--- config.mk ---
export PLATFORM = sky130hd
export DESIGN_NAME = spi_master_top
export DESIGN_NICKNAME = d
export VERILOG_FILES = /design/src/spi_frame_pkg.sv /design/src/spi_mode_pkg.sv /design/src/spi_link_ifs.sv /design/src/spi_master_top.sv /design/src/spi_frame_ctrl.sv /design/src/spi_shifter.sv /design/src/spi_delay_timer.sv /design/src/spi_sck_gen.sv
export VERILOG_INCLUDE_DIRS = /design/src
export SDC_FILE = /design/constraint.sdc
export NUM_CORES = 1
export LEC_CHECK = 0
export BUFFER_PORTS_ARGS = -buffer_cell sky130_fd_sc_hd__buf_2
export CORE_UTILIZATION = 45
export CTS_CLUSTER_DIAMETER = 100
export DETAILED_ROUTE_END_ITERATION = 7
export PLACE_DENSITY_LB_ADDON = 0.3
export SLEW_MARGIN = 40
export SYNTH_ARGS = -nofsm -noshare
export SYNTH_HDL_FRONTEND = slang
export SYNTH_HIERARCHICAL = 1
export SYNTH_SLANG_ARGS = --single-unit
--- constraint.sdc ---
create_clock -name GCLK -period 5.24 [get_ports GCLK]
set_clock_uncertainty 0.05 [all_clocks]
set_input_delay 0.262 -clock GCLK [delete_from_list [all_inputs] [get_ports GCLK]]
set_output_delay 0.262 -clock GCLK [all_outputs]
set_load 0.02 [all_outputs]
--- src/spi_defs.svh ---
`ifndef SPI_DEFS_SVH
`define SPI_DEFS_SVH

`define SPI_DATA_W 32 // parallel word width
`define SPI_DLY_W  8  // ifg, cs-to-sck and sck-to-cs inputs
`define SPI_DIV_W  7  // sck half-period counter, up to 64
`define SPI_EDGE_W 7  // up to 64 sck edges in one frame

// sck rate codes, named by the full-period divide of GCLK
`define SPI_RATE_DIV128 2'd0
`define SPI_RATE_DIV64  2'd1
`define SPI_RATE_DIV32  2'd2
`define SPI_RATE_DIV16  2'd3

`define SPI_ST_IDLE  3'd0
`define SPI_ST_GAP   3'd1 // waiting out the interframe gap, cs still high
`define SPI_ST_LEAD  3'd2
`define SPI_ST_XFER  3'd3
`define SPI_ST_TRAIL 3'd4

`endif
--- src/spi_frame_pkg.sv ---
`include "spi_defs.svh"

package spi_frame_pkg;

    // number of data bits in a frame for a word-length code
    function automatic logic [`SPI_EDGE_W-1:0] word_bits(input logic [1:0] code);
        case (code)
            2'd0:    word_bits = `SPI_EDGE_W'(32);
            2'd1:    word_bits = `SPI_EDGE_W'(16);
            2'd2:    word_bits = `SPI_EDGE_W'(8);
            default: word_bits = `SPI_EDGE_W'(4);
        endcase
    endfunction

    // GCLK cycles between two sck toggles
    function automatic logic [`SPI_DIV_W-1:0] half_period(input logic [1:0] code);
        case (code)
            `SPI_RATE_DIV128: half_period = `SPI_DIV_W'(64);
            `SPI_RATE_DIV64:  half_period = `SPI_DIV_W'(32);
            `SPI_RATE_DIV32:  half_period = `SPI_DIV_W'(16);
            default:          half_period = `SPI_DIV_W'(8); // divide by 16
        endcase
    endfunction

endpackage

--- src/spi_mode_pkg.sv ---
package spi_mode_pkg;

    ////////////////////
    // spi mode word
    ////////////////////

    // mode 0: sck idles low,  sample on rising, change on falling
    // mode 1: sck idles low,  change on rising, sample on falling
    // mode 2: sck idles high, sample on falling, change on rising
    // mode 3: sck idles high, change on falling, sample on rising

    typedef union packed {
        logic [1:0] num;      // mode number as given on spi_mode_i
        struct packed {
            logic cpol;       // idle level of sck
            logic cpha;       // 1: sample on trailing edges
        } pol_pha;
    } spi_mode_u;

endpackage

--- src/spi_link_ifs.sv ---
// frame controller <-> sck generator, strobes also go to the shifter
interface spi_sck_if;
    logic                    run;        // high from end of lead delay to after done
    spi_mode_pkg::spi_mode_u mode;
    logic [1:0]              rate;
    logic [1:0]              wlen;
    logic                    sck;
    logic                    sample_stb; // capture miso on this GCLK edge
    logic                    shift_stb;  // advance mosi on this GCLK edge
    logic                    done;       // one cycle after the last edge

    modport ctrl (output run, mode, rate, wlen, input done);
    modport gen (
        input  run, mode, rate, wlen,
        output sck, sample_stb, shift_stb, done
    );
    modport strobe (input sample_stb, shift_stb);
endinterface

// frame controller <-> delay timer
interface spi_delay_if;
    logic cs_low;     // level, follows the chip select
    logic trail_go;   // pulse, starts the sck-to-cs delay
    logic gap_ok;     // level, interframe gap has run out
    logic lead_done;  // pulse
    logic trail_done; // pulse

    modport ctrl (
        output cs_low, trail_go,
        input  gap_ok, lead_done, trail_done
    );
    modport timer (
        input  cs_low, trail_go,
        output gap_ok, lead_done, trail_done
    );
endinterface

--- src/spi_master_top.sv ---
`include "spi_defs.svh"

module spi_master_top (
    input  logic                   GCLK,
    input  logic                   NRST,
    input  logic                   start_i,
    input  logic [1:0]             spi_mode_i,
    input  logic [1:0]             sck_speed_i,
    input  logic [1:0]             word_len_i,
    input  logic [`SPI_DLY_W-1:0]  ifg_i,
    input  logic [`SPI_DLY_W-1:0]  cs_sck_i,
    input  logic [`SPI_DLY_W-1:0]  sck_cs_i,
    input  logic [`SPI_DATA_W-1:0] mosi_data_i,
    input  logic                   miso_i,
    output logic                   busy_o,
    output logic [`SPI_DATA_W-1:0] miso_data_o,
    output logic                   mosi_o,
    output logic                   sclk_o,
    output logic                   cs_o
);

    logic load;
    logic publish;

    spi_sck_if   sck_if ();
    spi_delay_if dly_if ();

    assign sclk_o = sck_if.sck;

    spi_frame_ctrl u_ctrl (
        .GCLK(GCLK), .NRST(NRST), .start_i(start_i),
        .spi_mode_i(spi_mode_i), .sck_speed_i(sck_speed_i), .word_len_i(word_len_i),
        .busy_o(busy_o), .cs_o(cs_o), .load_o(load), .publish_o(publish),
        .sck(sck_if.ctrl), .dly(dly_if.ctrl)
    );

    spi_sck_gen u_sck (.GCLK(GCLK), .NRST(NRST), .sck(sck_if.gen));

    spi_delay_timer u_dly (
        .GCLK(GCLK), .NRST(NRST), .ifg_i(ifg_i), .cs_sck_i(cs_sck_i),
        .sck_cs_i(sck_cs_i), .dly(dly_if.timer)
    );

    spi_shifter u_shift (
        .GCLK(GCLK), .NRST(NRST), .load_i(load), .publish_i(publish),
        .tx_data_i(mosi_data_i), .word_len_i(word_len_i), .miso_i(miso_i),
        .mosi_o(mosi_o), .rx_data_o(miso_data_o), .stb(sck_if.strobe)
    );

endmodule

--- src/spi_frame_ctrl.sv ---
`include "spi_defs.svh"

module spi_frame_ctrl (
    input  logic       GCLK,
    input  logic       NRST,
    input  logic       start_i,
    input  logic [1:0] spi_mode_i,
    input  logic [1:0] sck_speed_i,
    input  logic [1:0] word_len_i,
    output logic       busy_o,
    output logic       cs_o,
    output logic       load_o,
    output logic       publish_o,
    spi_sck_if.ctrl    sck,
    spi_delay_if.ctrl  dly
);

    logic                    start_q;
    logic                    start_edge;
    logic [2:0]              state_q;
    logic                    cs_q;
    logic                    run_q;
    spi_mode_pkg::spi_mode_u mode_q;
    logic [1:0]              rate_q;
    logic [1:0]              wlen_q;

    assign start_edge = start_i & ~start_q;
    assign load_o     = (state_q == `SPI_ST_IDLE) & start_edge; // edges while busy are lost
    assign publish_o  = (state_q == `SPI_ST_TRAIL) & dly.trail_done;

    assign cs_o         = cs_q;
    assign busy_o       = ~cs_q;
    assign dly.cs_low   = ~cs_q;
    assign dly.trail_go = (state_q == `SPI_ST_XFER) & sck.done;

    // idle sck follows the live mode input, a frame uses the latched one
    assign sck.mode = (state_q == `SPI_ST_IDLE) ? spi_mode_pkg::spi_mode_u'(spi_mode_i) : mode_q;
    assign sck.run  = run_q;
    assign sck.rate = rate_q;
    assign sck.wlen = wlen_q;

    always_ff @(posedge GCLK) begin
        if (load_o) begin
            mode_q.num <= spi_mode_i;
            rate_q     <= sck_speed_i;
            wlen_q     <= word_len_i;
        end
    end

    ////////////////////
    // frame fsm
    ////////////////////

    always_ff @(posedge GCLK) begin
        if (!NRST) begin
            start_q <= 1'b0;
            state_q <= `SPI_ST_IDLE;
            cs_q    <= 1'b1;
            run_q   <= 1'b0;
        end else begin
            start_q <= start_i;
            case (state_q)
                `SPI_ST_IDLE:  if (start_edge) state_q <= `SPI_ST_GAP;
                `SPI_ST_GAP: if (dly.gap_ok) begin
                    cs_q    <= 1'b0;             // busy rises with it
                    state_q <= `SPI_ST_LEAD;
                end
                `SPI_ST_LEAD: if (dly.lead_done) begin
                    run_q   <= 1'b1;
                    state_q <= `SPI_ST_XFER;
                end
                `SPI_ST_XFER: if (sck.done) begin
                    run_q   <= 1'b0;
                    state_q <= `SPI_ST_TRAIL;
                end
                `SPI_ST_TRAIL: if (dly.trail_done) begin
                    cs_q    <= 1'b1;             // same edge as the rx publish
                    state_q <= `SPI_ST_IDLE;
                end
            endcase
        end
    end

endmodule

--- src/spi_shifter.sv ---
`include "spi_defs.svh"

module spi_shifter (
    input  logic                   GCLK,
    input  logic                   NRST,
    input  logic                   load_i,
    input  logic                   publish_i,
    input  logic [`SPI_DATA_W-1:0] tx_data_i,
    input  logic [1:0]             word_len_i,
    input  logic                   miso_i,
    output logic                   mosi_o,
    output logic [`SPI_DATA_W-1:0] rx_data_o,
    spi_sck_if.strobe              stb
);

    logic [`SPI_DATA_W-1:0] tx_q;
    logic [`SPI_DATA_W-1:0] rx_q;

    assign mosi_o = tx_q[`SPI_DATA_W-1];

    // transmit side, word moved up so its first bit is the msb
    always_ff @(posedge GCLK) begin
        if (!NRST) begin
            tx_q <= '0;                     // keeps mosi low out of reset
        end else if (load_i) begin
            tx_q <= tx_data_i << (`SPI_DATA_W - spi_frame_pkg::word_bits(word_len_i));
        end else if (stb.shift_stb) begin
            tx_q <= {tx_q[`SPI_DATA_W-2:0], 1'b0};
        end
    end

    // receive side fills from the lsb, so short words end up right-justified
    always_ff @(posedge GCLK) begin
        if (load_i) begin
            rx_q <= '0;
        end else if (stb.sample_stb) begin
            rx_q <= {rx_q[`SPI_DATA_W-2:0], miso_i};
        end
    end

    always_ff @(posedge GCLK) begin
        if (!NRST) begin
            rx_data_o <= '0;
        end else if (publish_i) begin
            rx_data_o <= rx_q;
        end
    end

endmodule

--- src/spi_delay_timer.sv ---
`include "spi_defs.svh"

module spi_delay_timer (
    input  logic                  GCLK,
    input  logic                  NRST,
    input  logic [`SPI_DLY_W-1:0] ifg_i,
    input  logic [`SPI_DLY_W-1:0] cs_sck_i,
    input  logic [`SPI_DLY_W-1:0] sck_cs_i,
    spi_delay_if.timer            dly
);

    logic [`SPI_DLY_W-1:0] gap_cnt;
    logic [`SPI_DLY_W-1:0] dly_cnt;
    logic [`SPI_DLY_W-1:0] dly_lim;
    logic                  cs_low_q;
    logic                  dly_busy;   // lead or trail delay running
    logic                  trail_sel;  // 0: lead, 1: trail
    logic                  dly_hit;

    ////////////////////
    // interframe gap
    ////////////////////

    // counts while cs is high, saturates at the gap
    always_ff @(posedge GCLK) begin
        if (!NRST) begin
            gap_cnt <= '0;
        end else if (dly.cs_low) begin
            gap_cnt <= '0;
        end else if (gap_cnt < ifg_i) begin
            gap_cnt <= gap_cnt + 1'b1;
        end
    end

    assign dly.gap_ok = (gap_cnt >= ifg_i);

    ////////////////////
    // lead / trail
    ////////////////////

    assign dly_lim        = trail_sel ? sck_cs_i : cs_sck_i;
    assign dly_hit        = dly_busy & (dly_cnt >= dly_lim); // a zero limit acts as 1
    assign dly.lead_done  = dly_hit & ~trail_sel;
    assign dly.trail_done = dly_hit & trail_sel;

    always_ff @(posedge GCLK) begin
        if (!NRST) begin
            cs_low_q  <= 1'b0;
            dly_busy  <= 1'b0;
            trail_sel <= 1'b0;
            dly_cnt   <= '0;
        end else begin
            cs_low_q <= dly.cs_low;
            if (dly.cs_low & ~cs_low_q) begin
                dly_busy  <= 1'b1;
                trail_sel <= 1'b0;
                dly_cnt   <= `SPI_DLY_W'(1);
            end else if (dly.trail_go) begin
                dly_busy  <= 1'b1;
                trail_sel <= 1'b1;
                dly_cnt   <= `SPI_DLY_W'(1);
            end else if (dly_hit) begin
                dly_busy  <= 1'b0;
            end else if (dly_busy) begin
                dly_cnt   <= dly_cnt + 1'b1;
            end
        end
    end

endmodule

--- src/spi_sck_gen.sv ---
`include "spi_defs.svh"

module spi_sck_gen (
    input  logic   GCLK,
    input  logic   NRST,
    spi_sck_if.gen sck
);

    logic [`SPI_DIV_W-1:0]  half_cyc;
    logic [`SPI_EDGE_W-1:0] edge_tot;
    logic [`SPI_DIV_W-1:0]  div_cnt;
    logic [`SPI_EDGE_W-1:0] edge_cnt;  // edges already produced
    logic                   sck_q;
    logic                   toggle;
    logic                   lead_edge;
    logic                   first_edge;
    logic                   last_edge;

    assign half_cyc = spi_frame_pkg::half_period(sck.rate);
    assign edge_tot = spi_frame_pkg::word_bits(sck.wlen) << 1; // two edges per bit

    assign toggle     = sck.run & (edge_cnt != edge_tot) & (div_cnt == half_cyc - 1'b1);
    assign lead_edge  = ~edge_cnt[0];  // even edges leave the idle level
    assign first_edge = (edge_cnt == '0);
    assign last_edge  = (edge_cnt == edge_tot - 1'b1);

    ////////////////////
    // strobes
    ////////////////////

    // cpha 0 samples on leading edges, cpha 1 on trailing ones.
    // the msb sits on mosi from the load, so the very first edge never
    // shifts, and nothing is left to send after the very last edge
    assign sck.sample_stb = toggle & (lead_edge ^ sck.mode.pol_pha.cpha);
    assign sck.shift_stb  = toggle & ~(lead_edge ^ sck.mode.pol_pha.cpha)
                          & ~first_edge & ~last_edge;

    assign sck.sck = sck_q;

    ////////////////////
    // divider
    ////////////////////

    always_ff @(posedge GCLK) begin
        if (!NRST) begin
            div_cnt  <= '0;
            edge_cnt <= '0;
            sck_q    <= sck.mode.pol_pha.cpol;
            sck.done <= 1'b0;
        end else begin
            sck.done <= toggle & last_edge;
            if (!sck.run) begin
                div_cnt  <= half_cyc - 1'b1; // first toggle right after run rises
                edge_cnt <= '0;
                sck_q    <= sck.mode.pol_pha.cpol;
            end else if (toggle) begin
                div_cnt  <= '0;
                edge_cnt <= edge_cnt + 1'b1;
                sck_q    <= ~sck_q;
            end else if (edge_cnt != edge_tot) begin
                div_cnt  <= div_cnt + 1'b1;
            end
        end
    end

endmodule

* Word level (Yosys, flattened, before mapping)
Cells that the tools add are included.
** Operators by class
- Multiplexer cells :: 34
- Bitwise gates (word level) :: 27
- Equal/unequal tests :: 21
- $lt $le $gt $ge :: 3
- Add/sub/neg operators :: 7
- Shift operators :: 1
- Reduce and logical (&&, ||, !) cells :: 20
** Operators by type and width (count)
- 2-to-1 mux 32 bit :: 2
- one-hot mux 6 bit (3 select lines) :: 2
- 2-to-1 mux 7 bit :: 5
- << shifter 32 x 32 -> 32 bit :: 1
- one-hot mux 7 bit (3 select lines) :: 1
- adder 8 x 1 -> 8 bit, second input constant :: 2
- >= comparator 8 bit :: 2
- bitwise AND 1 bit :: 15
- 2-to-1 mux 3 bit :: 5
- one-hot mux 3 bit (5 select lines) :: 1
- adder 7 x 1 -> 7 bit, second input constant :: 2
- equality test 7 bit :: 2
- 2-to-1 mux 1 bit :: 14
- subtractor 7 x 1 -> 7 bit, second input constant :: 2
- NOT 1 bit :: 11
- < comparator 8 bit :: 1
- 2-to-1 mux 8 bit :: 1
- AND reduction 2 bit :: 4
- subtractor 6 x 7 -> 8 bit, first input constant :: 1
- logical NOT 7 bit :: 1
- != test 7 bit :: 1
- equality test 2 x 1 -> 1 bit, second input constant :: 3
- equality test 2 bit, second input constant :: 3
- equality test 3 x 2 -> 1 bit, second input constant :: 2
- 19 further kinds :: 29
** Storage, ports and cells
- Flip-flop bits (word level) :: 143
- Output and inout bits :: 36
- Input bits :: 66
- Word-level logic and storage cells :: 133

* Logic depth before layout (Yosys ltp)
Gate-level depths: netlist of the first run.
- Depth in word-level cells :: 10
- Mapped depth :: 13
- Mapped depth without buffers :: 10

* Cells and area by module
The synthesis of the first run kept the hierarchy.
** By module, submodules not included
- spi_shifter :: area each 4155.2 um^2, times used 1, cells an instance 398
- spi_delay_timer :: area each 1363.8 um^2, times used 1, cells an instance 158
- spi_sck_gen :: area each 1073.5 um^2, times used 1, cells an instance 136
- spi_frame_ctrl :: area each 525.5 um^2, times used 1, cells an instance 42

* Worst setup path before layout of the first run
No wires, ideal clock.
- Path kind :: reg-to-reg
- Start point :: register u_dly.trail_sel
- End point :: register u_shift.rx_data_o[10]
- Cell stages (with the launch flop) :: 14
- Period minus slack after synthesis :: 2722 ps
- Required time :: 5074 ps
- Arrival time :: 2556 ps
- Path slack :: 2518 ps
- Buffers on the path :: 3
- Cells stage by stage :: dfxtp_1 clkbuf_1 mux2i_1 ha_1 o21a_1 nor2_1 nor3_1 o21ai_0 nor2_1 nor4b_2 buf_2 buf_2 mux2i_1 nor2b_1
** On the way
- Longest elaborated chain between the ends :: 5
** Ends and longest elaborated chain
- from (decl) :: RTL line spi_delay_timer.sv:17 : logic trail_sel;
- from (signal assigned) :: RTL line spi_delay_timer.sv:50 : trail_sel <= 1'b0;
- from (signal assigned) :: RTL line spi_delay_timer.sv:56 : trail_sel <= 1'b0;
- from (signal assigned) :: RTL line spi_delay_timer.sv:60 : trail_sel <= 1'b1;
- 2-to-1 mux 8 bit :: RTL line spi_delay_timer.sv:41 : assign dly_lim = trail_sel ? sck_cs_i : cs_sck_i;
- >= comparator 8 bit :: RTL line spi_delay_timer.sv:42 : assign dly_hit = dly_busy & (dly_cnt >= dly_lim);
- bitwise AND 1 bit :: RTL line spi_delay_timer.sv:42
- bitwise AND 1 bit * :: RTL line spi_delay_timer.sv:44 : assign dly.trail_done = dly_hit & trail_sel;
- named net dly_if.trail_done :: RTL line spi_link_ifs.sv:26 : logic trail_done;
- bitwise AND 1 bit * :: RTL line spi_frame_ctrl.sv:29 : assign publish_o = (state_q == `SPI_ST_TRAIL) & dly.trail_done;
- named net publish :: RTL line spi_master_top.sv:23 : logic publish;
- to (signal assigned) :: RTL line spi_shifter.sv:45 : rx_data_o <= rx_q;
- to (decl) :: RTL line spi_shifter.sv:12 : output logic [`SPI_DATA_W-1:0] rx_data_o,
The timed path passes the listed nets; every way through them passes the cells marked *.
A chain may end at the register's enable or synchronous reset.

* Worst setup path after layout of the first run
- Start point :: register u_dly.trail_sel
- End point :: register u_shift.rx_data_o[20]
Same word-level chain as after synthesis.

==> results of run 1 <==
## cell type report
class / count / area [sq um]
Inverter: 20 / 75.1
Clock inverter: 12 / 121
Sequential cell: 143 / 2930
Clock buffer: 20 / 467
Timing Repair Buffer: 110 / 583
Tap cell: 211 / 264
Fill cell: 1451 / 7000
Multi-Input combinational cell: 523 / 3870
## sequential cells by signal, summed over array words and instances (netlist names), 2 cells and up
signal,cells
u_ctrl/sck.wlen,2
u_ctrl/sck.rate,2
u_sck/div_cnt,7
u_shift/rx_q,32
u_shift/rx_data_o,32
u_shift/tx_q,32
u_dly/gap_cnt,8
u_ctrl/state_q,3
u_sck/edge_cnt,7
u_ctrl/mode_q,2
u_dly/dly_cnt,8
## worst max path at each step
stage,start,to
after global routing,u_dly/trail_sel,u_shift/rx_data_o[6]
final,u_dly/trail_sel,u_shift/rx_data_o[20]
after floorplan,u_dly/trail_sel,u_shift/rx_data_o[10]
after CTS,u_dly/trail_sel,u_shift/rx_data_o[20]
after detailed placement,u_dly/trail_sel,u_shift/rx_data_o[20]
after global placement,u_dly/trail_sel,u_shift/rx_data_o[3]
## kinds of logic (layout without fill, tap and decap cells)
family / count (synthesis) / count (layout) / share of synthesized area, %
simple gates: 233 / 233 / 18.2
fa+ha+maj: 21 / 21 / 3.69
mux: 116 / 116 / 16.5
buf+inv: 68 / 162 / 4.80
compound gates: 145 / 145 / 14.6
flops: 143 / 143 / 41.2
xor+xnor: 8 / 8 / 0.984
## power groups by stage
stage / sequential (mW) / combinational, mW / clock, mW
after floorplan: 1.16 / 0.130 / 0
after global placement: 1.17 / 0.182 / 0
after detailed placement: 1.17 / 0.183 / 0
after CTS: 1.14 / 0.187 / 1.23
after global routing: 1.15 / 0.208 / 1.27
final: 1.14 / 0.186 / 1.20
## layout by cell type, fill, tap and decap left out, types with 5 or more instances in the layout
cell type	synthesis	layout
buf_4	6	5
inv_6	0	6
dfxtp_1	136	136
a31oi_1	11	11
o31ai_1	9	9
ha_1	21	21
nor2_1	54	54
nand2_1	38	38
o2bb2ai_1	15	15
nor2b_1	44	44
nand2b_1	5	5
mux2_2	6	6
edfxtp_1	7	7
nand4_1	6	6
and2_1	22	22
or3_1	6	6
a21oi_1	21	21
mux2i_1	108	108
nor3_1	5	5
clkbuf_16	0	17
inv_1	19	19
xnor2_1	8	8
a21oi_2	7	7
nand3_1	16	16
o21ai_0	28	28
and3_1	6	5
a21o_1	5	5
buf_2	15	101
o22a_1	10	10
## worst max-delay path: stages, from the launching register on
cell and delay [ns]:
dfxtp_1 0.64, mux2_2 0.40, ha_1 0.27, nand2b_4 0.15, a2111oi_4 0.42, nor3_1 0.07
o21ai_0 0.28, nor2_1 0.09, nor4b_4 0.14, buf_4 0.31, mux2i_1 0.23, nor2b_1 0.07
## through the flow
stage | total power, mW | util [%] | setup WS (ns) | cell area (sq um)
after floorplan | 1.29 | - | 2.52 | 7120
after detailed placement | 1.35 | 50.1 | 2.04 | 7680
after global routing | 2.63 | 54.3 | 1.74 | 8320
after global placement | 1.35 | 50.1 | 2.10 | 7680
after CTS | 2.55 | 54.2 | 2.03 | 8310
final | 2.53 | 54.3 | 1.99 | 8320
## timing repair
item,CTS,global route
resized for setup,0,0
hold buffers,4,0
buffers inserted,0,0
endpoints found under the hold margin,4,0
## per-layer routing
layer	global-route usage, %	routed length (microns)
met5	0	0
met4	6.71	142
met3	4.84	679
met2	29.4	6740
met1	26.8	7500
==> results.cfg, run 1 <==
[route]
viasPerCell = 5.29
vias = 5497
routedWlPerCell_microns = 14.5
drt-total-wl_microns = 15100
drt_iter0_markers = 345
drc = 0
antenna_left = 0
drtPass1Iterations = 5

[worst_setup_path]
cp-end-kind = flop
worstSetupPathType = flop to flop
regToRegEndpoint = u_shift/rx_data_o[20]
r2r_start = u_dly/trail_sel
cp_data_arrival_time_ns = 3.52
startpoint_type = flop
required_ns = 5.51
cp_max_fo = 33
rr_worst_depth = 11
reg2reg_slack_ns = 1.99

[yosys]
netlist_area_sq_mm = 0.00712
ys_types = 71
synth_ff_type = dfxtp_1
synth_edf_count = 7
synth.top_cell.area_share_pct = 38.2
yosysMostFrequentCell = dfxtp_1
synth.largest_area_cell = dfxtp_1
ys_ff_latch = 143
yosys-top-cells-area = dfxtp_1, mux2i_1, nor2b_1
ys_top_cells_by_count = dfxtp_1, mux2i_1, nor2_1, nor2b_1, nand2_1
ys_warn_count = 6
synth-seq-area-share_pct = 41.2
synthCells = 734
avgSynthCellArea_sq_um = 9.70
synthArstFlopShare_pct = 0
syn_nets = 821

[sta]
tns_ns = 0
rsz0062_at_grt = false
tightestPinTransition_ns = 0.743
finalCriticalPeriod_ns = 3.25
hold_viol = 0
timing.slew.headroom_pct = 50.4
holdWs_ns = 0.0259
slew_violations = 0
max_freq_ghz = 0.308
fin_crit_sh_pct = 62.0
finalSetupViolCount = 0

[pwr]
clkPwrFrac_pct = 47.4
combPwrFrac_pct = 7.4
ir_worst_vdd_mv = 0.229
p_leak_nw = 3.21
seqPwrFrac_pct = 45.2
switchingPower_uw = 621
p_int_mw = 1.91
swShare_pct = 24.6
p_per_area_mw_per_mm2 = 304

[clock_network]
cts_root_buf = clkbuf_16
cts-buffers-inserted = 17
cts_tree = yes
cts.sinks = 143
clk_path_buf_depth = 2
cts_htree_levels = 4
cts.reportedPaths.clkPinSlew_ns = 0.06
clkLatencyLatePin_ns = 0.42

[grt]
grt-ovfl-total = 0
grt_pass1_vias = 5175
grt_pass1_wl_microns = 25200
grt_use_total_pct = 19.4
grt_max_degree = 52
antenna_found_initial = 0

[layout]
nets = 902
finalNonFillerCells = 1039
antenna-diode-count = 0
syn_to_final_growth_pct = 16.8
final_layout_size_suffix_gt1_share_pct = 20.3

[job]
drv_cap = 0

[status]
status = finished, final reports clean

[floorplan]
die_h_microns = 128
ios = 102
die_w_microns = 128
initial_core_util_pct = 46.5
rows = 45
core-area_sq_mm = 0.0153
die-area_sq_mm = 0.0163

[worst_hold_path]
whs_endpoint = u_shift/rx_q[0]
hp-class = input port to flop
min_from = miso_i
holdPathStages = 3

[placement]
dp_hpwl_microns = 9920
io_buffers = 101
place_inst = 1003
globalplace.congestion = 0.806
Power figures use the tool's default switching activity.
==> run 2: changes to the inputs <==
==> constraint.sdc (replaced) <==
create_clock -name GCLK -period 2.8 [get_ports GCLK]
set_clock_uncertainty 0.05 [all_clocks]
set_input_delay 0.14 -clock GCLK [delete_from_list [all_inputs] [get_ports GCLK]]
set_output_delay 0.14 -clock GCLK [all_outputs]
set_load 0.02 [all_outputs]
==> results.cfg, run 2 (synthesized netlist as in run 1, its figures left out) <==
[status]
status = finished, final reports clean

[grt]
grt_max_degree = 63
grt_pass1_vias = 5283
grt_pass1_wl_microns = 25600
met3_usage_pct = 5.51
use_met2_pct = 31.8
grt_use_total_pct = 19.7
grt_util_met1_pct = 25.7
grt.busiest_layer = met2
antenna_found_initial = 0
grt-ovfl-total = 0

[layout]
n_fill_cell = 1384
syn_to_final_growth_pct = 23.3
layout_commonest_cell = dfxtp_1
final_layout_size_suffix_gt1_share_pct = 22.7
utilization_pct = 57.3
nets = 942
layout_common_cells = dfxtp_1, mux2i_1, buf_2, nor2_1, nor2b_1
reg_top3 = u_shift/rx_data_o x32, u_shift/rx_q x32, u_shift/tx_q x32
antenna-diode-count = 0

[worst_hold_path]
hp-class = input port to flop

[floorplan]
ios = 102
die-area_sq_mm = 0.0163
core-area_sq_mm = 0.0153
rows = 45
initial_core_util_pct = 46.5
die_h_microns = 128
die_w_microns = 128

[route]
drt_iter0_markers = 279
viasPerCell = 5.25
drt-total-wl_microns = 15800
drc = 0
vias = 5663
routedWlPerCell_microns = 14.7
drtPass1Iterations = 5
antenna_left = 0

[sta]
slew_violations = 0
tightestPinTransition_ns = 0.643
timing.slew.headroom_pct = 57.2
finalSetupViolCount = 0
tns_ns = 0
rsz0062_at_grt = false
hold_viol = 0
max_freq_ghz = 0.377
fin_crit_sh_pct = 94.7
finalCriticalPeriod_ns = 2.65

[job]
drv_cap = 0

[worst_setup_path]
reg2reg_slack_ns = 0.15
cp_data_arrival_time_ns = 2.91
worstSetupStartpoint = u_dly/trail_sel
cp_max_fo = 9
regToRegEndpoint = u_shift/rx_data_o[1]
required_ns = 3.06
r2r_start = u_dly/trail_sel
worstSetupPathType = flop to flop
rr_worst_depth = 12
crit_end = u_shift/rx_data_o[1]
startpoint_type = flop
cp-end-kind = flop

[clock_network]
cts_htree_levels = 4
cts.sinks = 143
clkLatencyLatePin_ns = 0.42
cts.reportedPaths.clkPinSlew_ns = 0.06
cts-buffers-inserted = 17
clk_path_buf_depth = 2
cts_root_buf = clkbuf_16
cts_tree = yes

[pwr]
ir_worst_vdd_mv = 0.443
swShare_pct = 23.6
p_int_mw = 3.68
clkPwrFrac_pct = 47.5
p_per_area_mw_per_mm2 = 549
seqPwrFrac_pct = 44.4
p_leak_nw = 3.43
switchingPower_mw = 1.14
combPwrFrac_pct = 8.1

[placement]
globalplace.congestion = 0.803
dp_hpwl_microns = 10200
io_buffers = 101
==> run 2: changes by cell type in the layout (fill, tap and decap cells not counted), moves of 3 or more <==
cell,delta
buf_12,+4
buf_4,+15
buf_6,+3
dlygate4sd3_1,+16
inv_6,-3
==> run 2: repair_timing <==
| action | 4_1_cts | 5_1_grt |
|---|---|---|
| hold buffers | 20 | 0 |
| setup endpoints to repair | 0 | 47 |
| hold endpoints to repair | 20 | 0 |
| resized for setup | 0 | 13 |
| buffers inserted | 0 | 7 |
==> run 2: per-stage QoR <==
stage / worst slack (ns) / instance area (sq um) / power, mW / std cells / hold WS [ns]
floorplan: 0.0778 / 7120 / 2.41 / 734 / 0.177
CTS: 0.103 / 8650 / 4.86 / 1070 / 0.00705
global placement: 0.196 / 7850 / 2.54 / 1018 / 0.272
global route: 0.00453 / 8770 / 5.00 / 1079 / 0.0218
finish: 0.149 / 8770 / 4.82 / 1079 / 0.0254
detailed placement: 0.116 / 7850 / 2.54 / 1018 / 0.268
==> run 2: power groups by stage <==
stage                     Sequential, mW  Combinational (mW)  Clock, mW
after floorplan                     2.17               0.244          0
after global placement              2.18               0.357          0
after detailed placement            2.18               0.360          0
after CTS                           2.14               0.383       2.34
after global routing                2.14               0.432       2.43
final                               2.14               0.392       2.29
==> run 2: per-layer routing <==
metal / routed length, microns / up-vias
met1: 7720 / 2671
met5: 0 / -
met3: 627 / 11
li1: - / 2873
met2: 7340 / 108
met4: 142 / 0
==> run 2: worst min path at each step <==
stage	from	to	slack, ns	cells after the start
after global routing	mosi_data_i[5]	u_shift/tx_q[5]	0.02	3
after floorplan	NRST	u_ctrl/cs_o	0.18	1
after detailed placement	sck_speed_i[0]	u_ctrl/sck.rate[0]	0.27	1
after CTS	mosi_data_i[5]	u_shift/tx_q[5]	0.007	3
final	mosi_data_i[5]	u_shift/tx_q[5]	0.03	3
after global placement	sck_speed_i[0]	u_ctrl/sck.rate[0]	0.27	1
==> run 2: final cells by class <==
class	instances	area, sq um	area share (%)
multi-input cells	523	3890	44.4
flip-flops and latches	143	2940	33.5
repair buffers	150	1010	11.5
clock buffers	22	474	5.40
well taps	211	264	3.01
clock inverters	10	124	1.41
inverters	20	75.1	0.856
==> run 2: worst max-delay path: stages, from the launching register on <==
cell and delay (ns):
dfxtp_2 0.34, mux2_2 0.34, ha_1 0.28, nand2b_4 0.15
a2111oi_4 0.34, nor3_2 0.08, o21ai_2 0.18, nor2_1 0.07
nor4b_4 0.13, buf_4 0.17, clkbuf_16 0.17, mux2i_2 0.17
nor2b_1 0.06
==> run 3: changes to the inputs <==
--- a/config.mk
+++ b/config.mk
@@ -7,11 +7,10 @@
 export NUM_CORES = 1
 export LEC_CHECK = 0
 export BUFFER_PORTS_ARGS = -buffer_cell sky130_fd_sc_hd__buf_2
-export CORE_UTILIZATION = 45
+export CORE_UTILIZATION = 52
 export CTS_CLUSTER_DIAMETER = 100
 export DETAILED_ROUTE_END_ITERATION = 7
 export PLACE_DENSITY_LB_ADDON = 0.3
-export SLEW_MARGIN = 40
 export SYNTH_ARGS = -nofsm -noshare
 export SYNTH_HDL_FRONTEND = slang
 export SYNTH_HIERARCHICAL = 1
==> results.cfg, run 3 (synthesized netlist as in run 1, its figures left out) <==
[worst_setup_path]
path_cells = mux2_2, ha_1, nand2b_4, a2111oi_4, nor3_1, o21ai_1, nor2_1, nor4b_4, buf_4, clkbuf_16, mux2i_1, nor2b_1
cp_max_fo = 9
required_ns = 3.06
cp_data_arrival_time_ns = 2.92
cp_slowest_cell = dfxtp_2
cpLargestDelayFamily = simple AND/OR/NAND/NOR gates
path_buf_inv = 2
cp-end-kind = flop
worstSetupStartpoint = u_dly/trail_sel
startpoint_type = flop
r2r_start = u_dly/trail_sel
slowest_delay_ns = 0.34
worstSetupPathType = flop to flop

[grt]
grt_max_degree = 88
grt-ovfl-total = 0
grt_use_total_pct = 23.1
grt_pass1_vias = 5655
grt_pass1_wl_microns = 26500
antenna_found_initial = 0

[sta]
hold_viol = 0
finalCriticalPeriod_ns = 2.66
slew_violations = 0
tightestPinTransition_ns = 0.869
holdWs_ns = 0.00920
finalSetupViolCount = 0
timing.slew.headroom_pct = 41.7
max_freq_ghz = 0.376
tns_ns = 0
fin_crit_sh_pct = 94.9
finalWorstSetupSlack_ns = 0.143

[layout]
nets = 935
syn_to_final_growth_pct = 21.2
multi_input_area_sq_mm = 0.00386
final_layout_size_suffix_gt1_share_pct = 22.2
utilization_pct = 64.9
design_area_sq_mm = 0.00863
layout_commonest_cell = dfxtp_1
antenna-diode-count = 0
seqCellArea_sq_mm = 0.00294
n_fill_cell = 1053
reg_top3 = u_shift/rx_data_o x32, u_shift/rx_q x32, u_shift/tx_q x32
layout_common_cells = dfxtp_1, mux2i_1, buf_2, nor2_1, nor2b_1

[floorplan]
die_w_microns = 119
die_h_microns = 119
core-area_sq_mm = 0.0133
initial_core_util_pct = 53.5
die-area_sq_mm = 0.0142
rows = 42
ios = 102

[route]
routedWlPerCell_microns = 15.4
vias = 5772
drtPass1Iterations = 6
drt_iter0_markers = 341
viasPerCell = 5.57
drt-total-wl_microns = 16000
drc = 0
antenna_left = 0

[job]
drv_cap = 0

[clock_network]
cts_htree_levels = 4
cts.reportedPaths.clkPinSlew_ns = 0.06
cts_root_buf = clkbuf_16
cts-buffers-inserted = 17
cts.sinks = 143
clk_path_buf_depth = 2
cts_tree = yes
clkLatencyLatePin_ns = 0.42

[worst_hold_path]
hp-class = input port to flop
min_from = mosi_data_i[11]

[placement]
dp_hpwl_microns = 10600
post-place-ws_ns = 0.102
placed_area_sq_mm = 0.00780
globalplace.congestion = 0.820
io_buffers = 101

[pwr]
ir_worst_vdd_mv = 0.360
p_leak_nw = 3.39
p_per_area_mw_per_mm2 = 552

[status]
status = finished, final reports clean
[run 3: worst paths after layout]
path	endpoint	slack (ns)	cells after the start
setup / recovery	u_shift/rx_data_o[12]	0.14	12
hold / removal	u_shift/tx_q[11]	0.009	3
setup reg to reg	u_shift/rx_data_o[12]	0.14	12
hold reg to reg	u_dly/trail_sel	0.44	2
[run 3: where the power goes]
part           leakage [nW]  internal, mW  total, mW  switching [mW]
combinational          1.93         0.175      0.377           0.202
clock                 0.289          1.37       2.25           0.882
sequential             1.17          2.10       2.14          0.0393
[run 3: final cells by class]
type	instances	share of cell area (%)
clock inverter	11	1.49
timing repair buffer	143	10.9
multi-input combinational	523	44.8
tap	176	2.55
clock buffer	21	5.34
inverter	20	0.870
sequential	143	34.0
[run 3: per-layer routing]
metal / wire [microns] / vias to the layer above / global-route usage (%)
li1: - / 2872 / -
met1: 7410 / 2742 / 29.0
met2: 7640 / 136 / 38.6
met3: 669 / 22 / 4.69
met4: 303 / 0 / 9.18
met5: 0 / - / 0
[run 3: timing repair]
action,CTS,global route
resized for setup,0,7
endpoints found under the hold margin,15,0
buffers inserted,0,6
endpoints found under the setup margin,0,44
hold buffers,15,0
[run 3: through the flow]
stage | power (mW) | instances
after CTS | 4.79 | 1029
after detailed placement | 2.54 | 982
after global placement | 2.52 | 982
final | 4.76 | 1037
after global routing | 4.94 | 1037
after floorplan | 2.41 | 734
[run 3: tightest hold or removal path, stage by stage]
cell	delay [ns]
buf_2	0.09
o2bb2ai_1	0.11
and2_1	0.11
